[config.mk]
export PLATFORM = sky130hd
export DESIGN_NAME = dummy_inject_top
export DESIGN_NICKNAME = d
export VERILOG_FILES = /design/src/dummy_pkg.sv /design/src/lfsr_if.sv /design/src/dummy_lfsr_bank.sv /design/src/dummy_gap_counter.sv /design/src/dummy_instr_encoder.sv /design/src/dummy_insert_fsm.sv /design/src/perf_counters.sv /design/src/dummy_inject_top.sv
export VERILOG_INCLUDE_DIRS = /design/src
export SDC_FILE = /design/constraint.sdc
export NUM_CORES = 1
export LEC_CHECK = 0
export BUFFER_PORTS_ARGS = -buffer_cell sky130_fd_sc_hd__buf_2
export CORE_MARGIN = 5
export CORE_UTILIZATION = 55
export CTS_CLUSTER_SIZE = 30
export DETAILED_ROUTE_END_ITERATION = 10
export PLACE_DENSITY = 0.84
export SYNTH_ARGS = -nofsm -noshare
export SYNTH_HDL_FRONTEND = slang
export SYNTH_SLANG_ARGS = --single-unit
[constraint.sdc]
create_clock -name clk_i -period 3.7 [get_ports clk_i]
set_input_delay 0.37 -clock clk_i [delete_from_list [all_inputs] [get_ports clk_i]]
set_output_delay 0.37 -clock clk_i [all_outputs]
set_load 0.02 [all_outputs]
[src/dummy_consts.svh]
/*
  Widths, default seeds, LFSR feedback taps and gap masks for the injector.
  All three LFSRs share one feedback mask. Seeds must be nonzero.
*/
`ifndef DUMMY_CONSTS_SVH
`define DUMMY_CONSTS_SVH

// Instruction and operand width
`define XLEN 32

// Default seeds, also loaded when an LFSR would lock up at zero
`define LFSR0_SEED 32'h2A6E_51C3
`define LFSR1_SEED 32'h9D0B_7F24
`define LFSR2_SEED 32'h4C38_E695

// Right-shifting Galois form of x^32 + x^22 + x^2 + x + 1
`define LFSR_TAPS 32'h8020_0003

`define FREQ_W 4
`define CNT_W 32
`define GAP_W 7

// Gap masks for the five frequency ranges
`define FREQ_MASK_4  7'd3
`define FREQ_MASK_8  7'd7
`define FREQ_MASK_16 7'd15
`define FREQ_MASK_32 7'd31
`define FREQ_MASK_64 7'd63

`endif

[src/dummy_pkg.sv]
/*
  Types shared by the dummy-instruction injector.
  The opcode kind is taken directly from two LFSR0 bits.
*/
`include "dummy_consts.svh"

package dummy_pkg;

  // Injector states
  typedef enum logic [0:0] {
    ST_PASS   = 1'b0,
    ST_INSERT = 1'b1
  } fsm_state_e;

  // Kind of dummy instruction, encoded as lfsr0[1:0]
  typedef enum logic [1:0] {
    DOP_ADD  = 2'd0,
    DOP_AND  = 2'd1,
    DOP_MUL  = 2'd2,
    DOP_BLTU = 2'd3
  } dummy_op_e;

  typedef logic [`XLEN-1:0] instr_t;

  typedef logic [4:0] reg_addr_t;

endpackage

[src/lfsr_if.sv]
/*
  LFSR values and the advance strobe shared between the injector blocks.
  lockup_seen is high for one cycle after any LFSR was reseeded to its default.
*/
`timescale 1ns/1ns
`include "dummy_consts.svh"

interface lfsr_if;
  logic [`XLEN-1:0] lfsr0;
  logic [`XLEN-1:0] lfsr1;
  logic [`XLEN-1:0] lfsr2;
  logic             advance;
  logic             lockup_seen;

  modport bank (output lfsr0, lfsr1, lfsr2, lockup_seen, input advance);
  modport gap  (input lfsr0, advance);
  modport enc  (input lfsr0, lfsr1, lfsr2);
  modport fsm  (output advance);
endinterface

[src/dummy_lfsr_bank.sv]
/*
  Three 32-bit Galois LFSRs that step together on each advance pulse.
  A seed write wins over advance; seed_sel_i of 3 selects no LFSR.
  Any value that would be zero is replaced by that LFSR's default seed.
*/
`timescale 1ns/1ns
`include "dummy_consts.svh"

module dummy_lfsr_bank
  import dummy_pkg::*;
(
  input  logic       clk_i,
  input  logic       rst_ni,
  input  logic       seed_we_i,
  input  logic [1:0] seed_sel_i,
  input  instr_t     seed_i,
  lfsr_if.bank       lfsr
);

  localparam int NUM_LFSR = 3;

  logic [`XLEN-1:0]    lfsr_q [NUM_LFSR];
  logic [`XLEN-1:0]    lfsr_d [NUM_LFSR];
  logic [NUM_LFSR-1:0] reseed;
  logic                lockup_q;

  function automatic logic [`XLEN-1:0] default_seed(input int idx);
    case (idx)
      0:       return `LFSR0_SEED;
      1:       return `LFSR1_SEED;
      default: return `LFSR2_SEED;
    endcase
  endfunction

  function automatic logic [`XLEN-1:0] galois_step(input logic [`XLEN-1:0] val);
    logic [`XLEN-1:0] shifted;
    shifted = val >> 1;
    return val[0] ? (shifted ^ `LFSR_TAPS) : shifted;
  endfunction

  always_comb begin
    for (int i = 0; i < NUM_LFSR; i++) begin
      if (seed_we_i && (seed_sel_i == 2'(i))) begin
        lfsr_d[i] = seed_i;
      end else if (lfsr.advance) begin
        lfsr_d[i] = galois_step(lfsr_q[i]);
      end else begin
        lfsr_d[i] = lfsr_q[i];
      end
      // Zero is the one state a Galois LFSR never leaves
      reseed[i] = (lfsr_d[i] == '0);
      if (reseed[i]) begin
        lfsr_d[i] = default_seed(i);
      end
    end
  end

  always_ff @(posedge clk_i) begin
    if (!rst_ni) begin
      for (int i = 0; i < NUM_LFSR; i++) begin
        lfsr_q[i] <= default_seed(i);
      end
      lockup_q <= 1'b0;
    end else begin
      for (int i = 0; i < NUM_LFSR; i++) begin
        lfsr_q[i] <= lfsr_d[i];
      end
      lockup_q <= |reseed;
    end
  end

  assign lfsr.lfsr0       = lfsr_q[0];
  assign lfsr.lfsr1       = lfsr_q[1];
  assign lfsr.lfsr2       = lfsr_q[2];
  assign lfsr.lockup_seen = lockup_q;

endmodule

[src/dummy_gap_counter.sv]
/*
  Counts real words accepted since the last dummy and requests a dummy at the target.
  The target is 1 + (lfsr0 & mask), taken at reset and when a dummy leaves.
  The count is held at zero while dummy_en_i is low.
*/
`timescale 1ns/1ns
`include "dummy_consts.svh"

module dummy_gap_counter (
  input  logic               clk_i,
  input  logic               rst_ni,
  input  logic               dummy_en_i,
  input  logic [`FREQ_W-1:0] freq_i,
  input  logic               real_accept_i,
  lfsr_if.gap                lfsr,
  output logic               dummy_req_o
);

  localparam logic [`XLEN-1:0] SEED0 = `LFSR0_SEED;

  logic [`GAP_W-1:0] mask;
  logic [`GAP_W-1:0] cnt_q;
  logic [`GAP_W-1:0] target_q;

  // The highest set bit of the setting picks the range
  always_comb begin
    casez (freq_i)
      4'b0000: mask = `FREQ_MASK_4;
      4'b0001: mask = `FREQ_MASK_8;
      4'b001?: mask = `FREQ_MASK_16;
      4'b01??: mask = `FREQ_MASK_32;
      default: mask = `FREQ_MASK_64;
    endcase
  end

  // Sampled before the LFSRs step, so it uses the value that chose the last dummy
  always_ff @(posedge clk_i) begin
    if (!rst_ni) begin
      target_q <= (SEED0[`GAP_W-1:0] & mask) + 1'b1;
    end else if (lfsr.advance) begin
      target_q <= (lfsr.lfsr0[`GAP_W-1:0] & mask) + 1'b1;
    end
  end

  always_ff @(posedge clk_i) begin
    if (!rst_ni) begin
      cnt_q <= '0;
    end else if (!dummy_en_i) begin
      cnt_q <= '0;
    end else if (lfsr.advance) begin
      // A word may enter in the same cycle the dummy leaves
      cnt_q <= real_accept_i ? `GAP_W'(1) : '0;
    end else if (real_accept_i && (cnt_q != target_q)) begin
      cnt_q <= cnt_q + 1'b1;
    end
  end

  assign dummy_req_o = dummy_en_i && (cnt_q == target_q);

endmodule

[src/dummy_instr_encoder.sv]
/*
  Builds the dummy word from the current LFSR values.
  ADD, AND and MUL write x0; BLTU branches by 4 to the next instruction.
*/
`timescale 1ns/1ns
`include "dummy_consts.svh"

module dummy_instr_encoder
  import dummy_pkg::*;
(
  lfsr_if.enc       lfsr,
  output instr_t    dummy_instr_o,
  output dummy_op_e dummy_op_o
);

  localparam logic [6:0]  OPC_OP     = 7'b0110011;
  localparam logic [6:0]  OPC_BRANCH = 7'b1100011;
  localparam logic [2:0]  F3_ADD     = 3'b000;
  localparam logic [2:0]  F3_AND     = 3'b111;
  localparam logic [2:0]  F3_MUL     = 3'b000;
  localparam logic [2:0]  F3_BLTU    = 3'b110;
  localparam logic [6:0]  F7_BASE    = 7'b0000000;
  localparam logic [6:0]  F7_MULDIV  = 7'b0000001;
  localparam reg_addr_t   REG_X0     = 5'd0;
  localparam logic [12:0] BR_OFFSET  = 13'd4;

  reg_addr_t rs1;
  reg_addr_t rs2;

  assign dummy_op_o = dummy_op_e'(lfsr.lfsr0[1:0]);
  assign rs1        = lfsr.lfsr1[4:0];
  assign rs2        = lfsr.lfsr2[4:0];

  always_comb begin
    unique case (dummy_op_o)
      DOP_ADD: dummy_instr_o = {F7_BASE, rs2, rs1, F3_ADD, REG_X0, OPC_OP};
      DOP_AND: dummy_instr_o = {F7_BASE, rs2, rs1, F3_AND, REG_X0, OPC_OP};
      DOP_MUL: dummy_instr_o = {F7_MULDIV, rs2, rs1, F3_MUL, REG_X0, OPC_OP};
      // B-type; the offset bits land where rd sits in the R-type forms
      default: begin
        dummy_instr_o = {BR_OFFSET[12], BR_OFFSET[10:5], rs2, rs1, F3_BLTU,
                         BR_OFFSET[4:1], BR_OFFSET[11], OPC_BRANCH};
      end
    endcase
  end

endmodule

[src/dummy_insert_fsm.sv]
/*
  Passes fetched words to decode through a one-entry output register.
  While a dummy is pending, fetch is held off until the dummy is loaded.
  The register holds its word for as long as decode is not ready.
*/
`timescale 1ns/1ns
`include "dummy_consts.svh"

module dummy_insert_fsm
  import dummy_pkg::*;
(
  input  logic   clk_i,
  input  logic   rst_ni,
  input  logic   instr_valid_i,
  input  instr_t instr_i,
  input  logic   id_ready_i,
  input  logic   dummy_req_i,
  input  instr_t dummy_instr_i,
  lfsr_if.fsm    lfsr,
  output logic   in_ready_o,
  output logic   out_valid_o,
  output instr_t out_instr_o,
  output logic   out_dummy_o,
  output logic   real_accept_o,
  output logic   dummy_done_o
);

  fsm_state_e state_q;
  fsm_state_e state_d;
  logic       out_valid_q;
  logic       out_dummy_q;
  instr_t     out_instr_q;
  logic       reg_free;
  logic       deliver;
  logic       req_pend;
  logic       accept;
  logic       load_dummy;

  assign reg_free = !out_valid_q || id_ready_i;
  assign deliver  = out_valid_q && id_ready_i;

  // A request is already served once its dummy sits in the register
  assign req_pend = dummy_req_i && !(out_valid_q && out_dummy_q);

  assign in_ready_o = (state_q == ST_PASS) && !req_pend && reg_free;
  assign accept     = instr_valid_i && in_ready_o;
  assign load_dummy = (state_q == ST_INSERT) && dummy_req_i && reg_free;

  always_comb begin
    state_d = state_q;
    unique case (state_q)
      ST_PASS: begin
        if (req_pend) begin
          state_d = ST_INSERT;
        end
      end
      ST_INSERT: begin
        // Dropping the enable cancels a dummy that was not yet loaded
        if (load_dummy || !dummy_req_i) begin
          state_d = ST_PASS;
        end
      end
      default: state_d = ST_PASS;
    endcase
  end

  always_ff @(posedge clk_i) begin
    if (!rst_ni) begin
      state_q     <= ST_PASS;
      out_valid_q <= 1'b0;
      out_dummy_q <= 1'b0;
    end else begin
      state_q <= state_d;
      if (accept || load_dummy) begin
        out_valid_q <= 1'b1;
        out_dummy_q <= load_dummy;
      end else if (deliver) begin
        out_valid_q <= 1'b0;
        out_dummy_q <= 1'b0;
      end
    end
  end

  always_ff @(posedge clk_i) begin
    if (accept) begin
      out_instr_q <= instr_i;
    end else if (load_dummy) begin
      out_instr_q <= dummy_instr_i;
    end
  end

  assign out_valid_o   = out_valid_q;
  assign out_instr_o   = out_instr_q;
  assign out_dummy_o   = out_dummy_q;
  assign real_accept_o = accept;
  assign dummy_done_o  = deliver && out_dummy_q;
  assign lfsr.advance  = dummy_done_o;

endmodule

[src/perf_counters.sv]
/*
  mcycle counts every cycle after reset and wraps to zero.
  minstret counts real deliveries only; dummies never retire.
*/
`timescale 1ns/1ns
`include "dummy_consts.svh"

module perf_counters (
  input  logic              clk_i,
  input  logic              rst_ni,
  input  logic              real_done_i,
  output logic [`CNT_W-1:0] mcycle_o,
  output logic [`CNT_W-1:0] minstret_o
);

  logic [`CNT_W-1:0] mcycle_q;
  logic [`CNT_W-1:0] minstret_q;

  always_ff @(posedge clk_i) begin
    if (!rst_ni) begin
      mcycle_q   <= '0;
      minstret_q <= '0;
    end else begin
      mcycle_q <= mcycle_q + 1'b1;
      if (real_done_i) begin
        minstret_q <= minstret_q + 1'b1;
      end
    end
  end

  assign mcycle_o   = mcycle_q;
  assign minstret_o = minstret_q;

endmodule

[src/dummy_inject_top.sv]
/*
  Dummy-instruction injector between fetch and decode, with plain strobes only.
  op_a_o and op_b_o show lfsr1 and lfsr2 while a dummy is on the output.
  A seed write while a dummy is stalled changes these operand ports.
*/
`timescale 1ns/1ns
`include "dummy_consts.svh"

module dummy_inject_top
  import dummy_pkg::*;
(
  input  logic               clk_i,
  input  logic               rst_ni,
  input  logic               instr_valid_i,
  input  instr_t             instr_i,
  input  logic               id_ready_i,
  input  logic               dummy_en_i,
  input  logic [`FREQ_W-1:0] dummy_freq_i,
  input  logic               seed_we_i,
  input  logic [1:0]         seed_sel_i,
  input  instr_t             seed_i,
  output logic               in_ready_o,
  output logic               out_valid_o,
  output instr_t             out_instr_o,
  output logic               out_dummy_o,
  output logic [`XLEN-1:0]   op_a_o,
  output logic [`XLEN-1:0]   op_b_o,
  output logic [`CNT_W-1:0]  mcycle_o,
  output logic [`CNT_W-1:0]  minstret_o
);

  logic      dummy_req;
  logic      real_accept;
  logic      dummy_done;
  logic      real_done;
  instr_t    dummy_instr;

  lfsr_if u_lfsr_if ();

  dummy_lfsr_bank u_lfsr_bank (
    .clk_i      (clk_i),
    .rst_ni     (rst_ni),
    .seed_we_i  (seed_we_i),
    .seed_sel_i (seed_sel_i),
    .seed_i     (seed_i),
    .lfsr       (u_lfsr_if.bank)
  );

  dummy_gap_counter u_gap_counter (
    .clk_i         (clk_i),
    .rst_ni        (rst_ni),
    .dummy_en_i    (dummy_en_i),
    .freq_i        (dummy_freq_i),
    .real_accept_i (real_accept),
    .lfsr          (u_lfsr_if.gap),
    .dummy_req_o   (dummy_req)
  );

  dummy_instr_encoder u_instr_encoder (
    .lfsr          (u_lfsr_if.enc),
    .dummy_instr_o (dummy_instr),
    .dummy_op_o    ()
  );

  dummy_insert_fsm u_insert_fsm (
    .clk_i         (clk_i),
    .rst_ni        (rst_ni),
    .instr_valid_i (instr_valid_i),
    .instr_i       (instr_i),
    .id_ready_i    (id_ready_i),
    .dummy_req_i   (dummy_req),
    .dummy_instr_i (dummy_instr),
    .lfsr          (u_lfsr_if.fsm),
    .in_ready_o    (in_ready_o),
    .out_valid_o   (out_valid_o),
    .out_instr_o   (out_instr_o),
    .out_dummy_o   (out_dummy_o),
    .real_accept_o (real_accept),
    .dummy_done_o  (dummy_done)
  );

  // Any delivery that is not a dummy retires one instruction
  assign real_done = out_valid_o && id_ready_i && !dummy_done;

  perf_counters u_perf_counters (
    .clk_i       (clk_i),
    .rst_ni      (rst_ni),
    .real_done_i (real_done),
    .mcycle_o    (mcycle_o),
    .minstret_o  (minstret_o)
  );

  assign op_a_o = out_dummy_o ? u_lfsr_if.lfsr1 : '0;
  assign op_b_o = out_dummy_o ? u_lfsr_if.lfsr2 : '0;

endmodule

==> out/qor.csv, run 1 <==
metric;value;unit
clock-sinks;209;
max_stage_delay;0.57;ns
grt_max_degree;62;
hold_path.class;primary input to flip-flop;
yosysSeqAreaShare;0.424;
fin_area;0.0129;mm²
via_per_inst;5.92;
drt_iter0_drc;856;
clockBufferDepth;3;
tightest_slew;1.17;ns
reg2reg_depth;8;
antenna_found_initial;0;
hold_slack;0.125;ns
drive_gt1_frac;0.231;
crit_family;simple AND/OR/NAND/NOR gates;
grt_overflow;0;
cts_tree;done;
cp.required;4.10;ns
avgSynthCellArea;8.56;µm²
synth_warnings;0;
grt_pass1_vias;9505;
synthesis.nets;1344;
dieArea;0.0225;mm²
maxCapViolCount;0;
vias;10300;
min_period;3.26;ns
synth_area;0.0108;mm²
start_kind;flip-flop;
fin_crit_sh;0.881;
wl_per_cell;19.1;µm
setup_viol;0;
critPathArrivalTime;3.67;ns
hpwl;23300;µm
ir_worst_vdd;0.000339;V
grt_usage;0.281;
syn_inst;1261;
finalMaxSlewViolations;0;
synth-main-ff-cell;dfxtp_1;
worstPathCellList;buf_4 > and3_2 > buf_12 > nand2_1 > o21a_1 > nor4b_1 > nand4_1 > o211ai_1;
place_area;0.0121;mm²
ant_nets;0;
cts_hold_buf;0;
path_clk_slew;0.06;ns
die_x;150;µm
layout.nets;1534;
fp.dieH;150;µm
nFillCells;1637;
synth-seq-cells;209;
fin_tns_setup;0;ns
cp_num_buf_inv;2;
status;finished, final reports clean;
first_pass_iters;6;
cts_setup_buffers;0;
power_density;430;mW/mm²
crit_cells;8;
drc;0;
p_leak;0.00547;µW
syn_to_final_growth;19.9;%
cts_resized;0;
max_freq;0.307;GHz
grt_pass1_wl;51200;µm
synthArstFlopShare;0;
h-tree-depth;1;
skew;0.0108;ns
io_buffers;238;
rows;51;
slew_headroom;0.217;
path_max_fanout;52;
fp.coreArea;0.0194;mm²
totalWireLength;33000;µm
io_pins;239;
hold_viol;0;
numCtsBuffers;23;
hold_depth;2;
synthDistinctLibCells;59;
end_kind;flip-flop;
rsz0062_at_grt;false;
slowest_stage;nand4_1;
clkLatencyLatePin;0.51;ns
cts_root_buf;clkbuf_16;
synth_edf_count;39;
start_util;0.556;
crit_type;flip-flop to flip-flop;
gp_congestion;0.977;
layout by cell type (no fill, tap or decap), types with 8 or more instances in the layout:
master,Yosys,final
a211oi_1,40,40
a21oi_1,74,74
a31oi_1,11,10
and2_1,110,110
and3_1,13,12
and4_1,49,49
buf_2,16,238
buf_4,0,20
clkbuf_16,0,24
dfxtp_1,170,169
edfxtp_1,39,39
mux2i_1,8,8
nand2_1,144,144
nand3_1,32,32
nand4_1,18,18
nor2_1,153,153
nor3_1,35,35
nor4_1,15,15
o211ai_1,17,17
o211ai_2,14,14
o21a_1,12,12
o21ai_0,23,23
o22ai_1,20,20
or3_1,9,9
xnor2_1,42,42
xor2_1,37,37
area by class of cell:
cell class | count | area (µm²) | share of cell area
repair buffers | 259 | 1360 | 0.105
inverters | 6 | 22.5 | 0.00174
clock inverters | 16 | 256 | 0.0198
diodes | 1 | 2.50 | 0.000193
clock buffers | 25 | 604 | 0.0467
multi-input cells | 952 | 5790 | 0.447
well taps | 265 | 332 | 0.0256
flip-flops and latches | 209 | 4580 | 0.354
where the power goes:
part / total (µW) / switching (µW) / internal (µW)
logic: 493 / 326 / 167
registers: 2470 / 62.2 / 2410
clock network: 2600 / 935 / 1670
total: 5570 / 1320 / 4240
final timing paths:
kind,startpoint,endpoint,slack [ns]
max,u_insert_fsm.out_valid_o$_SDFFE_PN0P_,u_lfsr_bank.lfsr_q[0][85]$_SDFF_PP1_,0.44
min,instr_i[0],u_insert_fsm.out_instr_o[0]$_SDFFCE_PN1P_,0.12
max reg2reg,u_insert_fsm.out_valid_o$_SDFFE_PN0P_,u_lfsr_bank.lfsr_q[0][85]$_SDFF_PP1_,0.44
min reg2reg,u_perf_counters.mcycle_o[0]$_SDFF_PN0_,u_perf_counters.mcycle_o[0]$_SDFF_PN0_,0.47
through the flow:
| stage | power (µW) | util | setup slack, ns | std cells |
|---|---|---|---|---|
| 2_1_floorplan | 2800 | - | 0.918 | 1261 |
| 3_3_place_gp | 2990 | 0.623 | 0.568 | 1691 |
| 3_5_place_dp | 3000 | 0.623 | 0.468 | 1691 |
| 4_1_cts | 5570 | 0.667 | 0.521 | 1732 |
| 5_1_grt | 5730 | 0.667 | 0.254 | 1732 |
| 6_report | 5570 | 0.667 | 0.439 | 1733 |
kinds of logic (layout without fill, tap and decap cells):
family / Yosys count / after routing / share of synthesized area
AOI/OAI and AO/OA: 250 / 250 / 0.161
xor gates and xnor gates: 79 / 79 / 0.0641
adders and majority gates: 7 / 7 / 0.00812
buffers and inverters: 100 / 306 / 0.0416
DFF: 209 / 209 / 0.424
muxes: 8 / 8 / 0.00742
other: 0 / 1 / 0
and+or+nand+nor: 608 / 608 / 0.294
sequential cells by signal, summed over array words and instances (netlist names):
register	cells
u_insert_fsm.out_dummy_o	1
u_gap_counter.target_q	7
u_insert_fsm.state_q	1
u_perf_counters.mcycle_o	32
u_gap_counter.cnt_q	7
u_perf_counters.minstret_o	32
u_lfsr_bank.lfsr_q	96
u_insert_fsm.out_instr_o	32
u_insert_fsm.out_valid_o	1
Yosys cell counts, types with 3 or more instances:
cell type | instances | share of area
ha_1 | 7 | 0.0081
nor2_1 | 153 | 0.053
inv_1 | 6 | 0.0021
and3_1 | 13 | 0.0075
mux2i_1 | 8 | 0.0074
a31o_2 | 5 | 0.0041
a311oi_1 | 3 | 0.0024
o21ai_2 | 5 | 0.0041
nand3b_1 | 4 | 0.0028
or3_1 | 9 | 0.0052
nand2b_1 | 6 | 0.0035
xor2_1 | 37 | 0.030
edfxtp_1 | 39 | 0.11
dfxtp_1 | 170 | 0.32
o22ai_1 | 20 | 0.012
buf_1 | 11 | 0.0038
nor4_2 | 3 | 0.0035
nor4b_1 | 5 | 0.0041
o21a_1 | 12 | 0.0083
and2_1 | 110 | 0.064
o211ai_2 | 14 | 0.016
buf_2 | 16 | 0.0074
clkbuf_1 | 59 | 0.021
a211oi_2 | 5 | 0.0058
a21oi_1 | 74 | 0.034
o2bb2ai_1 | 7 | 0.0057
a31oi_1 | 11 | 0.0064
a211oi_1 | 40 | 0.028
buf_6 | 7 | 0.0073
and3b_1 | 3 | 0.0024
xnor2_1 | 42 | 0.034
o211ai_1 | 17 | 0.012
nor3_1 | 35 | 0.016
nand4_1 | 18 | 0.010
nor4_1 | 15 | 0.0087
nand2_1 | 144 | 0.050
o21ai_0 | 23 | 0.011
and4_1 | 49 | 0.040
nand3_1 | 32 | 0.015
metal layers:
layer / track usage / up-vias / wire length (µm)
met4: 0.119 / 0 / 1510
met1: 0.380 / 4708 / 13500
met2: 0.432 / 573 / 14500
met5: 0 / - / 0
li1: - / 4870 / -
met3: 0.0669 / 106 / 3490
Note: power is estimated with default switching activity, not from simulation.
==> run 2: changes to the inputs <==
--- a/config.mk
+++ b/config.mk
@@ -7,11 +7,14 @@
 export NUM_CORES = 1
 export LEC_CHECK = 0
 export BUFFER_PORTS_ARGS = -buffer_cell sky130_fd_sc_hd__buf_2
+export CELL_PAD_IN_SITES_DETAIL_PLACEMENT = 2
+export CELL_PAD_IN_SITES_GLOBAL_PLACEMENT = 2
 export CORE_MARGIN = 5
-export CORE_UTILIZATION = 55
+export CORE_UTILIZATION = 32
 export CTS_CLUSTER_SIZE = 30
 export DETAILED_ROUTE_END_ITERATION = 10
-export PLACE_DENSITY = 0.84
+export PLACE_DENSITY = 0.83
+export SKIP_CTS_REPAIR_TIMING = 1
 export SYNTH_ARGS = -nofsm -noshare
 export SYNTH_HDL_FRONTEND = slang
 export SYNTH_SLANG_ARGS = --single-unit
==> run 2 against run 1 <==
Global-route usage shrank 5.6 points. Power is 2.1% higher. Worst hold slack worse by 0.015 ns. Via count rose by 3.2%. Critical path type unchanged.
==> out/qor.csv, run 2 (synthesis gave the netlist of run 1 again) <==
metric;value;unit;change
totalWireLength;44000;µm;+33%
maxCapViolCount;0;;unchanged
place_area;0.0124;mm²;+2.4%
clkLatencyLatePin;0.53;ns;+0.02 ns
gp_congestion;0.882;;-9.7%
fin_area;0.0133;mm²;+2.6%
numCtsBuffers;26;;+13%
ir_worst_vdd;0.000337;V;-0.36%
final_common_cell;buf_2;;
rsz0062_at_grt;false;;
top_register;u_lfsr_bank.lfsr_q;;
fp.coreArea;0.0334;mm²;+72%
skew;0.0197;ns;+0.00887 ns
start_util;0.323;;-0.234
critPathArrivalTime;3.77;ns;+0.10 ns
grt_pass1_wl;69100;µm;+35%
dieArea;0.0375;mm²;+66%
via_per_inst;5.50;;-7.1%
setup_viol;0;;unchanged
end_kind;flip-flop;;
io_buffers;238;;unchanged
slowest_stage;nand4_2;;
fin_cells;1926;;+11%
max_freq;0.299;GHz;-2.5%
fp.dieH;194;µm;+29%
power;5680;µW;+2.1%
final_util;0.397;;-0.270
power.internal;4230;µW;-0.19%
die_x;194;µm;+29%
largest_reg_flops;96;;unchanged
swShare;0.255;;+0.0170
status;finished, final reports clean;;
most-common-layout-cells;buf_2, dfxtp_1, nor2_1, nand2_1, and2_1;;
layout.nets;1541;;+0.46%
clock-sinks;209;;unchanged
tightest_slew;1.17;ns;-0.00910 ns
ant_nets;0;;unchanged
p_sw;1450;µW;+9.4%
vias;10600;;+3.2%
min_period;3.35;ns;+0.0842 ns
path_max_fanout;51;;-1.9%
grt_usage;0.225;;-0.0563
cts_tree;done;;
io_pins;239;;unchanged
grt_overflow;0;;unchanged
finalMaxSlewViolations;0;;unchanged
power_density;428;mW/mm²;-0.47%
grt_pass1_vias;11500;;+21%
h-tree-depth;1;;unchanged
clockBufferDepth;3;;unchanged
seqPwrFrac;0.437;;-0.007
p_leak;0.00552;µW;+0.88%
p_clk_frac;0.471;;+0.004
drc;0;;unchanged
dp_cells;1877;;+11%
path_clk_slew;0.06;ns;about the same
grt_max_degree;103;;+66%
hpwl;31600;µm;+35%
fin_tns_setup;0;ns;unchanged
fin_crit_sh;0.904;;+0.0228
hold_viol;0;;unchanged
wl_per_cell;22.9;µm;+20%
drive_gt1_frac;0.234;;+0.00317
cts_root_buf;clkbuf_16;;
max_stage_delay;0.61;ns;+0.04 ns
antenna_found_initial;3;;+3
drt_iter0_drc;675;;-21%
hold_path.class;primary input to flip-flop;;
syn_to_final_growth;23.0;%;
combPwrFrac;0.092;;+0.003
first_pass_iters;5;;-1
worstPathCellList;nand3_4 > buf_12 > a211oi_1 > o22ai_1 > nor4_2 > nand4_2 > o21ai_0;;
crit_type;flip-flop to flip-flop;;
slew_headroom;0.223;;+0.00607
cp.required;4.13;ns;+0.03 ns
start_kind;flip-flop;;
nFillCells;3799;;+130%
rows;67;;+31%
[run 2: path summary, 6_finish.rpt]
| kind | depth (start not counted) | endpoint | startpoint | slack [ns] |
|---|---|---|---|---|
| setup / recovery | 7 | u_lfsr_bank.lfsr_q[0][41]$_SDFF_PP1_ | u_insert_fsm.out_valid_o$_SDFFE_PN0P_ | 0.35 |
| hold / removal | 3 | u_insert_fsm.out_instr_o[21]$_DFFE_PP_ | instr_i[21] | 0.11 |
| setup reg to reg | 7 | u_lfsr_bank.lfsr_q[0][41]$_SDFF_PP1_ | u_insert_fsm.out_valid_o$_SDFFE_PN0P_ | 0.35 |
| hold reg to reg | 1 | u_perf_counters.mcycle_o[0]$_SDFF_PN0_ | u_perf_counters.mcycle_o[0]$_SDFF_PN0_ | 0.49 |
[run 2: power groups by stage]
stage,clock (µW),sequential (µW),combinational (µW)
6_report,2680,2480,524
5_1_grt,2830,2490,564
4_1_cts,2750,2480,523
3_5_place_dp,0,2530,516
3_3_place_gp,0,2520,497
2_1_floorplan,0,2540,265
[run 2: final cells by class]
class / count / area (µm²) / area share
clock inverter: 9 / 119 / 0.00895
multi-input combinational: 952 / 5790 / 0.436
sequential: 209 / 4580 / 0.345
clock buffer: 38 / 777 / 0.0585
tap: 448 / 561 / 0.0422
antenna: 1 / 2.50 / 0.000189
timing repair buffer: 263 / 1430 / 0.108
inverter: 6 / 22.5 / 0.00170
[run 2: worst max-delay path: cells and delay by family (launching register included)]
family,cells,cell delay [ns]
and+or+nand+nor,3,1.30
DFF,1,0.59
buffers and inverters,1,0.35
AOI/OAI and AO/OA,3,1.00
[run 2: metal layers]
layer | global-route usage | routed length (µm) | vias to the layer above | part of all wire
met3 | 0.0431 | 2780 | 88 | 0.063
met4 | 0.0635 | 1400 | 0 | 0.032
met2 | 0.378 | 20700 | 348 | 0.47
met5 | 0 | 0 | - | 0
met1 | 0.296 | 19100 | 5272 | 0.43
li1 | - | - | 4880 | -
[run 2: metrics by stage]
step	setup slack, ns	hold slack, ns
finish	0.355	0.110
global route	0.110	0.113
CTS	0.309	0.0875
detailed placement	0.345	0.490
global placement	0.502	0.443
floorplan	0.918	0.449
